File: src/design/controlPkg.sv
package controlPkg;

    typedef enum logic [2:0] {
        StReset     = 3'b111,
        StFetch     = 3'b000,
        StDecode    = 3'b001,
        StExecute   = 3'b010,
        StMemory    = 3'b110,
        StWriteback = 3'b011
    } stateT;

    typedef enum logic [3:0] {
        ClsAlu,
        ClsImm,     // ADI, ORI, LHI
        ClsLoad,
        ClsStore,
        ClsBranch,
        ClsJump,
        ClsLink,
        ClsRegJump,
        ClsRegLink,
        ClsOutput,
        ClsHalt,
        ClsNop
    } instrClassT;

    typedef logic [1:0] regDstT;
    typedef logic [1:0] srcAT;
    typedef logic [1:0] srcBT;
    typedef logic [1:0] pcSrcT;

    localparam regDstT DstRt   = 2'd0;
    localparam regDstT DstRd   = 2'd1;
    localparam regDstT DstLink = 2'd2; // Link register $2

    localparam srcAT SrcAPc  = 2'd0;
    localparam srcAT SrcAReg = 2'd1;
    localparam srcAT SrcAImm = 2'd2;

    localparam srcBT SrcBReg = 2'd0;
    localparam srcBT SrcBOne = 2'd1;
    localparam srcBT SrcBImm = 2'd2;

    localparam pcSrcT PcAlu    = 2'd0;
    localparam pcSrcT PcJump   = 2'd1;
    localparam pcSrcT PcBranch = 2'd2;
    localparam pcSrcT PcReg    = 2'd3;

endpackage

File: src/design/stateSequencer.sv
`timescale 1ns/1ps

module stateSequencer (
    input  logic                    clk,
    input  logic                    reset_n,
    input  controlPkg::instrClassT  instrClass,
    output controlPkg::stateT       state
);

    controlPkg::stateT nextState;
    logic              shortInstr;

    // Classes that complete in fetch and decode
    assign shortInstr = (instrClass == controlPkg::ClsJump)
                     || (instrClass == controlPkg::ClsLink)
                     || (instrClass == controlPkg::ClsRegJump)
                     || (instrClass == controlPkg::ClsRegLink)
                     || (instrClass == controlPkg::ClsOutput)
                     || (instrClass == controlPkg::ClsHalt)
                     || (instrClass == controlPkg::ClsNop);

    always_comb begin
        case (state)
            controlPkg::StReset:  nextState = controlPkg::StFetch;
            controlPkg::StFetch:  nextState = controlPkg::StDecode;
            controlPkg::StDecode: begin
                nextState = shortInstr ? controlPkg::StFetch : controlPkg::StExecute;
            end
            controlPkg::StExecute: begin
                if (instrClass == controlPkg::ClsBranch)
                    nextState = controlPkg::StFetch;
                else if (instrClass == controlPkg::ClsLoad || instrClass == controlPkg::ClsStore)
                    nextState = controlPkg::StMemory;
                else
                    nextState = controlPkg::StWriteback;
            end
            controlPkg::StMemory: begin
                nextState = (instrClass == controlPkg::ClsLoad) ? controlPkg::StWriteback
                                                               : controlPkg::StFetch;
            end
            controlPkg::StWriteback: nextState = controlPkg::StFetch;
            default:                 nextState = controlPkg::StReset; // Illegal encoding
        endcase
    end

    always_ff @(posedge clk) begin
        if (reset_n) begin
            state <= controlPkg::StReset;
        end else begin
            state <= nextState;
        end
    end

    memEntry: assert property (@(posedge clk) disable iff (reset_n)
        (state == controlPkg::StMemory) |->
            ($past(state) == controlPkg::StExecute)
            && ($past(instrClass) == controlPkg::ClsLoad
                || $past(instrClass) == controlPkg::ClsStore));

    // Covers entry from both execute and memory
    noStoreWriteback: assert property (@(posedge clk) disable iff (reset_n)
        (state == controlPkg::StWriteback) |-> (instrClass != controlPkg::ClsStore));

endmodule

File: config.mk
export PLATFORM = sky130hd
export DESIGN_NAME = stateSequencer
export DESIGN_NICKNAME = d
export VERILOG_FILES = /design/src/design/controlPkg.sv /design/src/design/stateSequencer.sv
export SDC_FILE = /design/constraint.sdc
export NUM_CORES = 1
export LEC_CHECK = 0
export BUFFER_PORTS_ARGS = -buffer_cell sky130_fd_sc_hd__buf_2
export CAP_MARGIN = 20
export CORE_AREA = 8 8 45 47
export DETAILED_ROUTE_END_ITERATION = 16
export DIE_AREA = 0 0 53 55
export GPL_ROUTABILITY_DRIVEN = 0
export PLACE_DENSITY = 0.37
export SLEW_MARGIN = 15
export SYNTH_ARGS = -nofsm -noshare
export SYNTH_HDL_FRONTEND = slang
export SYNTH_SLANG_ARGS = --single-unit
File: constraint.sdc
create_clock -name clk -period 1.3 [get_ports clk]
set_input_delay 0.195 -clock clk [delete_from_list [all_inputs] [get_ports clk]]
set_output_delay 0.195 -clock clk [all_outputs]
set_load 0.01 [all_outputs]
### Yosys cells after proc, flatten, opt, wreduce, memory -nomap -nowiden

Index checks and enable logic that the tools add are counted.

| cells by class | value |
|---|---|
| eq/ne operators | 15 |
| mux-type cells | 5 |
| reduce and logical (&&, ||, !) cells | 9 |

Operators by type and width:

| operator | number |
|---|---|
| equality test 4 x 3 -> 1 bit, second input constant | 4 |
| equality test 4 bit, second input constant | 4 |
| one-hot mux 3 bit (5 select lines) | 1 |
| equality test 4 x 2 -> 1 bit, second input constant | 2 |
| logical OR 1 bit | 7 |
| equality test 3 x 2 -> 1 bit, second input constant | 2 |
| equality test 3 bit, second input constant | 2 |
| two-way mux 3 bit | 2 |
| two-way mux 2 bit | 2 |
| equality test 3 x 1 -> 1 bit, second input constant | 1 |
| zero test 3 bit | 1 |
| OR reduction 2 bit | 1 |

| storage, ports and cells | value |
|---|---|
| flip-flop bits (word level) | 3 |
| input bits | 6 |
| output and inout bits | 3 |
| logic and storage cells | 30 |

### Longest topological paths before layout

| depth | value |
|---|---|
| depth in word-level cells | 9 |
| mapped depth | 3 |
| mapped depth without buffers | 3 |

### Least setup slack after synthesis

No wires, ideal clock.

| timing | value |
|---|---|
| path kind | input-to-reg |
| start | input instrClass[1] |
| end | register state[0] |
| setup time | 120 ps |
| arrival | 1037 ps |
| data required time | 1180 ps |
| slack | 143 ps |
| stages | 3 |
| buffers on the path | 0 |
| cells stage by stage | or3b_1 -> a211o_1 -> a211o_1 |

| on the way | value |
|---|---|
| longest elaborated chain between the ends | 5 |
| elaborated cells on any way between the ends | 8 |
| classes of those cells | eq/ne: 3; mux: 4; reduce/logical: 1 |

RTL lines:

| element | RTL line | RTL |
|---|---|---|
| from (decl) | stateSequencer.sv:6 | `input controlPkg::instrClassT instrClass,` |
| equality test 4 x 2 -> 1 bit, on equally long branches | stateSequencer.sv:32, stateSequencer.sv:38 |  |
| logical OR 1 bit | stateSequencer.sv:32 | `else if (instrClass == controlPkg::ClsLoad \|\| instrClass == controlPkg::ClsStore)` |
| two-way mux 3 bit | stateSequencer.sv:32 |  |
| two-way mux 3 bit | stateSequencer.sv:30 | `if (instrClass == controlPkg::ClsBranch)` |
| one-hot mux 3 bit (5 select lines) (*) | stateSequencer.sv:23 | `case (state)` |
| to (signal assigned) | stateSequencer.sv:48 | `state <= controlPkg::StReset;` |
| to (signal assigned) | stateSequencer.sv:50 | `state <= nextState;` |
| to (decl) | stateSequencer.sv:7 | `output controlPkg::stateT state` |

Mark *: on every way between the ends. The rest lies on a longest branch, timed or not.
A chain may end at the register's enable or synchronous reset.

### Worst setup path after layout

| timing | value |
|---|---|
| start | register state[1] |
| end | register state[0] |

| on the way | value |
|---|---|
| longest elaborated chain between the ends | 3 |
| elaborated cells on any way between the ends | 8 |
| classes of those cells | eq/ne: 5; mux: 1; reduce/logical: 2 |

RTL lines:

| element | RTL line |
|---|---|
| equality test 3 x 2 -> 1 bit or equality test 3 bit (tied branches) | stateSequencer.sv:23 |
| OR reduction 2 bit (no line) | -- |
| one-hot mux 3 bit (5 select lines) (*) | stateSequencer.sv:23 |

Marks and branches as above.

==> metrics.csv <==
metric;value;unit
ctsHoldBuffers;0;
die_w;53;um
tritoncts;yes;
worstSetupEndpoint;state[0]$_SDFF_PP1_;
fin_skew;0.004816;ns
numCtsBuffers;3;
diodes;0;
portBuffers;8;
crit_required;1.42;ns
total_power;353.8;uW
clk_pin_slew;0.04;ns
syn-num-nets;27;
row_count;14;
routed_wl;521;um
drive_above_1_share;37.14;%
leakage;0.0001273;uW
cts_resized;0;
grt_pass1_vias;238;
first_pass_iters;2;
yosys_register_bits;3;
synth_common_cells;dfxtp_1 (3), a211o_1 (2), nand2b_1 (2), nor2_1 (2), or3b_1 (2);
antenna_found_initial;0;
cts.sinks;3;
utilization;21.16;%
reg_top3;state: 3 flops;
grt_overflow;0;
grt_setup_unrepaired;no;
initial_core_util;13.83;%
cp_max_fo;5;
yosys.area.top_type_share;31.37;%
track_usage;3.985;%
via_count;216;
grt_max_degree;8;
powerDensity;1208;nW/um^2
vias_per_cell;4.235;
multi_input_area;127.6;um^2
tightest_slew;0.3248;ns
syn_avg_cell_area;9.116;um^2
max_slew_margin;78.04;%
worstReg2RegStart;state[1]$_SDFF_PP1_;
r2r_cells;3;
netlist_area;191.4;um^2
drc;0;
nFillCells;170;
worstSetupPathType;flip-flop to flip-flop;
synth_edf_count;0;
finalSetupViolCount;0;
hold_class;primary input to flip-flop;
startpoint_type;flip-flop;
ant_nets;0;
syn_inst;21;
fp.dieH;55;um
synth_cell_type_count;15;
largest_reg_flops;3;
io_pins;9;
outcome;finished clean;
yosysWarnings;0;
synth_ff_type;dfxtp_1;
ir_drop;0.2958;mV
synth_top_area_cell;dfxtp_1;
fin_crit_sh;84.79;%
ys_async_sr_fraction;0;%
crit_path_start;state[1]$_SDFF_PP1_;
drv_slew;0;
htreeDepth;1;
reg2reg_setup_slack;0.20;ns
root_buffer;clkbuf_4;
yosysMostFrequentCell;dfxtp_1;
synth_seq_area_share;31.37;%
grt_pass1_wl;876;um
core;1384;um^2
regMostFlops;state;
critPathCaptureType;flip-flop;
wl_per_cell;10.22;um
clkLatencyLatePin;0.23;ns
drt_iter0_markers;2;
area_growth;52.94;%
fmax;907.2;MHz
die-area;2915;um^2
hold_viol;0;
fin_nets;42;
postCtsSetupBuffers;0;
synthTopCellsByArea;dfxtp_1 (31%), a211o_1 (9.2%), or3b_1 (9.2%);
clock_path_buffers;2;
arrival;1.22;ns
worstReg2RegEnd;state[0]$_SDFF_PP1_;
min_period;1.102;ns
seqCellArea;60.06;um^2
drv_cap;0;
dp_hpwl;452.5;um
power breakdown:
part	total (uW)	internal, uW	switching (uW)
logic	70.7	37.3	33.3
registers	120	104	15.7
clock network	163	115	48.0
placed cells by master (no fill, tap or decap):
cell type,count
a211o_1,2
a21oi_1,1
buf_2,8
buf_4,2
clkbuf_1,1
clkbuf_4,3
dfxtp_1,3
inv_1,1
mux2i_1,1
nand2b_1,2
nand4b_1,1
nor2_1,2
nor3b_1,1
nor4b_1,1
o2111ai_1,1
o31ai_1,1
o41ai_1,1
or2b_1,1
or3b_1,2
final cells by class:
class / instances / share of cell area [%]
Timing Repair Buffer: 10 / 18.80
Clock buffer: 4 / 8.974
Tap cell: 16 / 6.838
Multi-Input combinational cell: 17 / 43.59
Sequential cell: 3 / 20.51
Inverter: 1 / 1.282
cells by family (layout without fill, tap and decap cells):
| group | after synthesis | count (layout) | synth area share (%) |
|---|---|---|---|
| muxes | 1 | 1 | 5.229 |
| AOI/OAI and AO/OA | 6 | 6 | 24.84 |
| DFF | 3 | 3 | 31.37 |
| buffers and inverters | 1 | 15 | 1.959 |
| and+or+nand+nor | 10 | 10 | 36.61 |
critical path: stages (launching register included):
cell	delay, ns
dfxtp_1	0.37
inv_1	0.09
a211o_1	0.27
a211o_1	0.25
per-stage QoR:
step | std cells | hold slack, ns | setup TNS (ns) | area [um^2] | worst slack (ns)
floorplan | 21 | 0.2894 | 0 | 191.4 | 0.1429
global placement | 47 | 0.4030 | -0.002707 | 266.5 | -0.002707
detailed placement | 47 | 0.4015 | -0.01348 | 266.5 | -0.01348
CTS | 51 | 0.1611 | 0 | 292.8 | 0.1835
global route | 51 | 0.1803 | 0 | 292.8 | 0.1433
finish | 51 | 0.1681 | 0 | 292.8 | 0.1977
how the worst min path moves through the flow:
stage                  from                   to  slack [ns]  cells past startpoint
floorplan           reset_n  state[0]$_SDFF_PP1_        0.29                      1
global placement    reset_n  state[0]$_SDFF_PP1_        0.40                      2
detailed placement  reset_n  state[0]$_SDFF_PP1_        0.40                      2
CTS                 reset_n  state[0]$_SDFF_PP1_        0.16                      2
global route        reset_n  state[0]$_SDFF_PP1_        0.18                      2
finish              reset_n  state[0]$_SDFF_PP1_        0.17                      2
metal layers:
metal	wire length (um)	share of wire, %	vias up	global-route usage (%)
li1	-	-	112	-
met1	163	31	104	2.879
met2	357	69	0	8.203
met3	0	0	0	0.8021
met4	0	0	0	3.879
met5	0	0	-	0
Power figures use the tool's default switching activity.
