==> config.mk <==
export PLATFORM = sky130hd
export DESIGN_NAME = controlSignalGen
export DESIGN_NICKNAME = d
export VERILOG_FILES = /design/src/design/isaPkg.sv /design/src/design/controlPkg.sv /design/src/design/controlSignalGen.sv
export SDC_FILE = /design/constraint.sdc
export NUM_CORES = 1
export LEC_CHECK = 0
export BUFFER_PORTS_ARGS = -buffer_cell sky130_fd_sc_hd__buf_4
export CAP_MARGIN = 20
export CORE_AREA = 2 2 39 41
export DETAILED_ROUTE_END_ITERATION = 10
export DIE_AREA = 0 0 41 43
export GPL_TIMING_DRIVEN = 1
export PLACE_DENSITY = 0.64
export RECOVER_POWER = 50
export SLEW_MARGIN = 40
export SYNTH_ARGS = -nofsm -noshare
export SYNTH_HDL_FRONTEND = slang
export SYNTH_SLANG_ARGS = --single-unit
==> constraint.sdc <==
create_clock -name vclk -period 4
set_input_delay 0.8 -clock vclk [all_inputs]
set_output_delay 0.8 -clock vclk [all_outputs]
set_load 0.05 [all_outputs]
==> src/design/isaPkg.sv <==
package isaPkg;

    typedef logic [3:0] opcodeT;
    typedef logic [5:0] functT;
    typedef logic [3:0] aluOpT;

    // Primary opcodes
    localparam opcodeT OpBne   = 4'd0;
    localparam opcodeT OpBeq   = 4'd1;
    localparam opcodeT OpBgz   = 4'd2;
    localparam opcodeT OpBlz   = 4'd3;
    localparam opcodeT OpAdi   = 4'd4;
    localparam opcodeT OpOri   = 4'd5;
    localparam opcodeT OpLhi   = 4'd6;
    localparam opcodeT OpLwd   = 4'd7;
    localparam opcodeT OpSwd   = 4'd8;
    localparam opcodeT OpJmp   = 4'd9;
    localparam opcodeT OpJal   = 4'd10;
    localparam opcodeT OpRtype = 4'd15;

    // R-type function field
    localparam functT FnAdd = 6'd0;
    localparam functT FnSub = 6'd1;
    localparam functT FnAnd = 6'd2;
    localparam functT FnOrr = 6'd3;
    localparam functT FnNot = 6'd4;
    localparam functT FnTcp = 6'd5;
    localparam functT FnShl = 6'd6;
    localparam functT FnShr = 6'd7;
    localparam functT FnJpr = 6'd25;
    localparam functT FnJrl = 6'd26;
    localparam functT FnWwd = 6'd28;
    localparam functT FnHlt = 6'd29;

    localparam logic [1:0] FnControlBits = 2'b01; // funct[5:4] of decode-only ops

    localparam aluOpT AluAdd  = 4'd0;
    localparam aluOpT AluSub  = 4'd1;
    localparam aluOpT AluAnd  = 4'd2;
    localparam aluOpT AluOr   = 4'd3;
    localparam aluOpT AluNot  = 4'd4;
    localparam aluOpT AluTcp  = 4'd5; // Two's complement
    localparam aluOpT AluShl  = 4'd6;
    localparam aluOpT AluShr  = 4'd7; // Arithmetic right shift
    localparam aluOpT AluPass = 4'd8; // Immediate to upper half
    localparam aluOpT AluBne  = 4'd9;
    localparam aluOpT AluBeq  = 4'd10;
    localparam aluOpT AluBgz  = 4'd11;
    localparam aluOpT AluBlz  = 4'd12;

endpackage

==> src/design/controlPkg.sv <==
package controlPkg;

    typedef enum logic [2:0] {
        StReset     = 3'b111,
        StFetch     = 3'b000,
        StDecode    = 3'b001,
        StExecute   = 3'b010,
        StMemory    = 3'b110,
        StWriteback = 3'b011
    } stateT;

    typedef enum logic [3:0] {
        ClsAlu,
        ClsImm,     // ADI, ORI, LHI
        ClsLoad,
        ClsStore,
        ClsBranch,
        ClsJump,
        ClsLink,
        ClsRegJump,
        ClsRegLink,
        ClsOutput,
        ClsHalt,
        ClsNop
    } instrClassT;

    typedef logic [1:0] regDstT;
    typedef logic [1:0] srcAT;
    typedef logic [1:0] srcBT;
    typedef logic [1:0] pcSrcT;

    localparam regDstT DstRt   = 2'd0;
    localparam regDstT DstRd   = 2'd1;
    localparam regDstT DstLink = 2'd2; // Link register $2

    localparam srcAT SrcAPc  = 2'd0;
    localparam srcAT SrcAReg = 2'd1;
    localparam srcAT SrcAImm = 2'd2;

    localparam srcBT SrcBReg = 2'd0;
    localparam srcBT SrcBOne = 2'd1;
    localparam srcBT SrcBImm = 2'd2;

    localparam pcSrcT PcAlu    = 2'd0;
    localparam pcSrcT PcJump   = 2'd1;
    localparam pcSrcT PcBranch = 2'd2;
    localparam pcSrcT PcReg    = 2'd3;

endpackage

==> src/design/controlSignalGen.sv <==
`timescale 1ns/1ps

module controlSignalGen (
    input  controlPkg::stateT       state,
    input  controlPkg::instrClassT  instrClass,
    input  isaPkg::aluOpT           exAluOp,
    output logic                    pcWrite,
    output logic                    pcWriteCond,
    output logic                    iOrD,
    output logic                    memRead,
    output logic                    memWrite,
    output logic                    memToReg,
    output logic                    irWrite,
    output logic                    regWrite,
    output logic                    halted,
    output logic                    wordOut,
    output controlPkg::regDstT      regDst,
    output controlPkg::srcAT        aluSrcA,
    output controlPkg::srcBT        aluSrcB,
    output isaPkg::aluOpT           aluOp,
    output controlPkg::pcSrcT       pcSource
);

    always_comb begin
        pcWrite     = 1'b0;
        pcWriteCond = 1'b0;
        iOrD        = 1'b0;
        memRead     = 1'b0;
        memWrite    = 1'b0;
        memToReg    = 1'b0;
        irWrite     = 1'b0;
        regWrite    = 1'b0;
        halted      = 1'b0;
        wordOut     = 1'b0;
        regDst      = controlPkg::DstRt;
        aluSrcA     = controlPkg::SrcAPc;
        aluSrcB     = controlPkg::SrcBReg;
        aluOp       = isaPkg::AluAdd;
        pcSource    = controlPkg::PcAlu;

        case (state)
            controlPkg::StFetch: begin
                memRead = 1'b1; // Instruction read at PC
                irWrite = 1'b1;
            end
            controlPkg::StDecode: begin
                pcWrite = 1'b1; // PC + 1 unless redirected
                aluSrcA = controlPkg::SrcAPc;
                aluSrcB = controlPkg::SrcBOne;
                aluOp   = isaPkg::AluAdd;
                case (instrClass)
                    controlPkg::ClsJump:    pcSource = controlPkg::PcJump;
                    controlPkg::ClsRegJump: pcSource = controlPkg::PcReg;
                    controlPkg::ClsLink: begin
                        pcSource = controlPkg::PcJump;
                        regWrite = 1'b1;
                        regDst   = controlPkg::DstLink;
                    end
                    controlPkg::ClsRegLink: begin
                        pcSource = controlPkg::PcReg;
                        regWrite = 1'b1;
                        regDst   = controlPkg::DstLink;
                    end
                    controlPkg::ClsHalt:   halted  = 1'b1;
                    controlPkg::ClsOutput: wordOut = 1'b1;
                    default: ;
                endcase
            end
            controlPkg::StExecute: begin
                aluSrcA = (exAluOp == isaPkg::AluPass) ? controlPkg::SrcAImm // LHI
                                                       : controlPkg::SrcAReg;
                aluSrcB = (instrClass == controlPkg::ClsAlu || instrClass == controlPkg::ClsBranch)
                        ? controlPkg::SrcBReg : controlPkg::SrcBImm;
                aluOp   = exAluOp;
                if (instrClass == controlPkg::ClsBranch) begin
                    pcWriteCond = 1'b1;
                    pcSource    = controlPkg::PcBranch;
                end
            end
            controlPkg::StMemory: begin
                iOrD     = 1'b1; // Data address from ALU out
                memRead  = (instrClass == controlPkg::ClsLoad);
                memWrite = (instrClass == controlPkg::ClsStore);
            end
            controlPkg::StWriteback: begin
                regWrite = 1'b1;
                regDst   = (instrClass == controlPkg::ClsAlu) ? controlPkg::DstRd
                                                              : controlPkg::DstRt;
                memToReg = (instrClass == controlPkg::ClsLoad);
            end
            default: ; // Reset state keeps every enable low
        endcase

        assert (!(memRead && memWrite))
            else $error("memRead and memWrite both high in state %0d", state);
    end

endmodule

Yosys cells after proc, flatten, opt, wreduce, memory -nomap -nowiden:

Cells that the tools add are included.

* word-level logic and storage cells: 45
* flip-flop bits (word level): 0
* input port bits: 11

* reductions and logical operators: 6
* equal/unequal tests: 14
* multiplexer cells: 25

Operator list (count)
* 4-bit by 3-bit == test with 1-bit output, second input constant: 4
* 4-bit == test, second input constant: 4
* 2-bit case mux with 2 select lines: 4
* 1-bit two-way mux: 13
* 2-bit two-way mux: 5
* 4-bit by 2-bit == test with 1-bit output, second input constant: 2
* 3-bit by 2-bit == test with 1-bit output, second input constant: 2
* 2-bit OR reduction: 3
* 4-bit logical NOT: 1
* 4-bit two-way mux: 1
* 1-bit case mux with 2 select lines: 2
* 3-bit by 1-bit == test with 1-bit output, second input constant: 1
* 3-bit == test, second input constant: 1
* 3-bit logical NOT: 1
* 1-bit logical OR: 1

Logic depth before layout (Yosys ltp):

* depth after elaboration: 4
* gate-level depth with buffers: 4

Worst setup path after synthesis:

OpenSTA, ideal clock, no wires.

* path kind: input to output
* start: input port state[2]
* end: output port pcSource[1]
* stages: 3
* data arrival time: 2822 ps
* path buffers: 0
* path slack: 378 ps
* cells stage by stage: nor3b_4 nand3b_1 o311ai_1

* longest elaborated chain between the ends: 2

RTL lines
* from (decl): line controlSignalGen.sv:4 `input controlPkg::stateT state,`
* 3-bit by 2-bit == test with 1-bit output / 3-bit by 1-bit == test with 1-bit output (equally long branches): line controlSignalGen.sv:41 `case (state)`
* 2-bit case mux with 2 select lines *: line controlSignalGen.sv:41
* to (decl): line controlSignalGen.sv:21 `output controlPkg::pcSrcT pcSource`

Every way passes the cells marked *; elsewhere a longest branch is shown, timed or not.

Worst setup path in the final report:

Ends and elaborated chain as after synthesis.

==> results.cfg <==
[route]
drc = 0
ant_nets = 0
wl_per_cell_um = 10.4
first_pass_iters = 1
wl_um = 904
via_per_inst = 4.63
drt_iter0_drc = 0
vias = 403

[synthesis]
syn-cell-area_um2 = 290
synthTopCellsByArea = and2_1 13%, nor2b_1 6.5%, nor3b_4 6.5%
synth_top_cell_by_area = and2_1
synth.distinct_cells = 29
seq_area_frac_synth_pct = 0
ys_warn_count = 0
syn-num-nets = 52
synth_cells = 41
syn_avg_cell_area_um2 = 7.08
yosysTopAreaCellShare_pct = 12.9

[global_route]
grt_overflow = 0
grt_max_degree = 10
grt_pass1_vias = 356
grt_pass1_wl_um = 1430
antenna_found_initial = 0
grtUsageTotal_pct = 10.7

[die]
initial_core_util_pct = 21.0
fp-row-count = 14
die_h_um = 43
core_um2 = 1380
die-area_um2 = 1760
die_w_um = 41
io_pins = 33

[power_and_ir_drop]
clock_power_share_pct = 0
ir_drop_mv = 0.0353
p_comb_share_pct = 100.0
p_seq_share_pct = 0
p_int_uw = 17.8
power_density_nw_per_um2 = 102
switching_share_pct = 64.7
p_switching_uw = 32.6
power_leakage_uw = 0.000229

[worst_hold_path]
hold_path.startpoint = instrClass[2]
hold_path_end = memToReg
min_path_cells = 3
worstHoldPathType = primary input to output pin

[placement]
place.gp.congestion = 0.673
hpwlAfterDp_um = 773
io_buffers = 33

[timing]
max_freq_ghz = 0.332
tightest_slew_ns = 0.711
slew_headroom_pct = 52.5
timing.final.crit_share_pct = 75.3
hold_violations = 0
fin_tns_setup_ns = 0
rsz0062_at_grt = false
post-route-min-period_ns = 3.01
slew_viol_final = 0
setup_violations = 0

[cells_and_area]
nets = 84
post-route-util_pct = 35.5
seq_cells = 0
final_cell_mix = 26 x buf_4, 7 x clkbuf_1, 4 x and2_1, 4 x nor2_1
nClkBuffers = 0
drive_gt1_share_pct = 42.3
antennaDiodeCount = 0
area.sequential_um2 = 0
fillers = 166
final_common_cell = buf_4
syn_to_final_growth_pct = 69.4

[setup_path]
critical_path_required_ns = 3.20
crit_fanout = 6
critPathTopFamily = simple AND/OR/NAND/NOR gates
cp_cell_sequence = buf_4 -> nor3b_1 -> nand3b_1 -> o311ai_1 -> buf_4
path_buf_inv = 2
max_stage_delay_ns = 0.53
cp-startpoint = state[2]
cp_slowest_cell = nor3b_1
worst-setup-path-type = primary input to output pin
worst_setup_path_end_kind = output pin
cp-start-kind = primary input
cp_common_cell = buf_4
cp_num_cells = 5
arrival_ns = 2.21

[cts]
ctsResizeCount = 0
ctsHoldBuffers = 0
post_cts_buffers = 0

[outcome]
status = finished clean

[flow_run]
drv_cap = 0
area by class of cell:
class	instances	area, um2	share of cell area [%]
Timing Repair Buffer	33	221	45.0
Inverter	1	3.75	0.763
Multi-Input combinational cell	37	246	50.1
Tap cell	16	20.0	4.07
synthesized netlist by cell type (3+ instances only):
master	n
nor2_1	4
nand2_1	3
and2_1	6
nor2b_1	3
routing by layer:
| layer | vias to the layer above | global-route usage [%] | share of wire (%) |
|---|---|---|---|
| li1 | 206 | - | - |
| met2 | 21 | 16.3 | 46 |
| met4 | 0 | 0 | 0 |
| met3 | 0 | 0 | 10 |
| met5 | - | 0 | 0 |
| met1 | 176 | 17.4 | 44 |
stage by stage:
stage                     cells  setup slack, ns  total power (uW)  hold WS [ns]  cell area [um2]
final                        87            0.989              50.4          1.93              492
after global routing         87            0.837              54.0          1.95              492
after CTS                    87             1.25              54.4          1.94              534
after detailed placement     87             1.26              54.2          1.94              534
after global placement       87             1.26              54.0          1.94              534
after floorplan              41            0.378              34.0          1.67              290
how the worst max path moves through the flow:
stage | endpoint | slack, ns
global route | pcSource[1] | 0.84
floorplan | pcSource[1] | 0.38
detailed placement | pcSource[1] | 1.26
CTS | pcSource[1] | 1.25
finish | pcSource[1] | 0.99
global placement | pcSource[1] | 1.26
logic make-up (layout without fill, tap and decap cells):
family                 Yosys count  in the layout  synth area share [%]
and+or+nand+nor                 30             30                  71.6
AOI/OAI and AO/OA                7              7                  19.0
buffers and inverters            4             34                  9.48
power by group through the flow:
stage	Clock [uW]	Sequential [uW]	Combinational [uW]
6_report	0	0	50.4
2_1_floorplan	0	0	34.0
3_3_place_gp	0	0	54.0
5_1_grt	0	0	54.0
3_5_place_dp	0	0	54.2
4_1_cts	0	0	54.4
worst min-delay path, delay by kind of cell:
kind                   cells  cell delay (ns)
buffers and inverters      2             0.28
and+or+nand+nor            1             0.05
(Power assumes the default switching activity.)
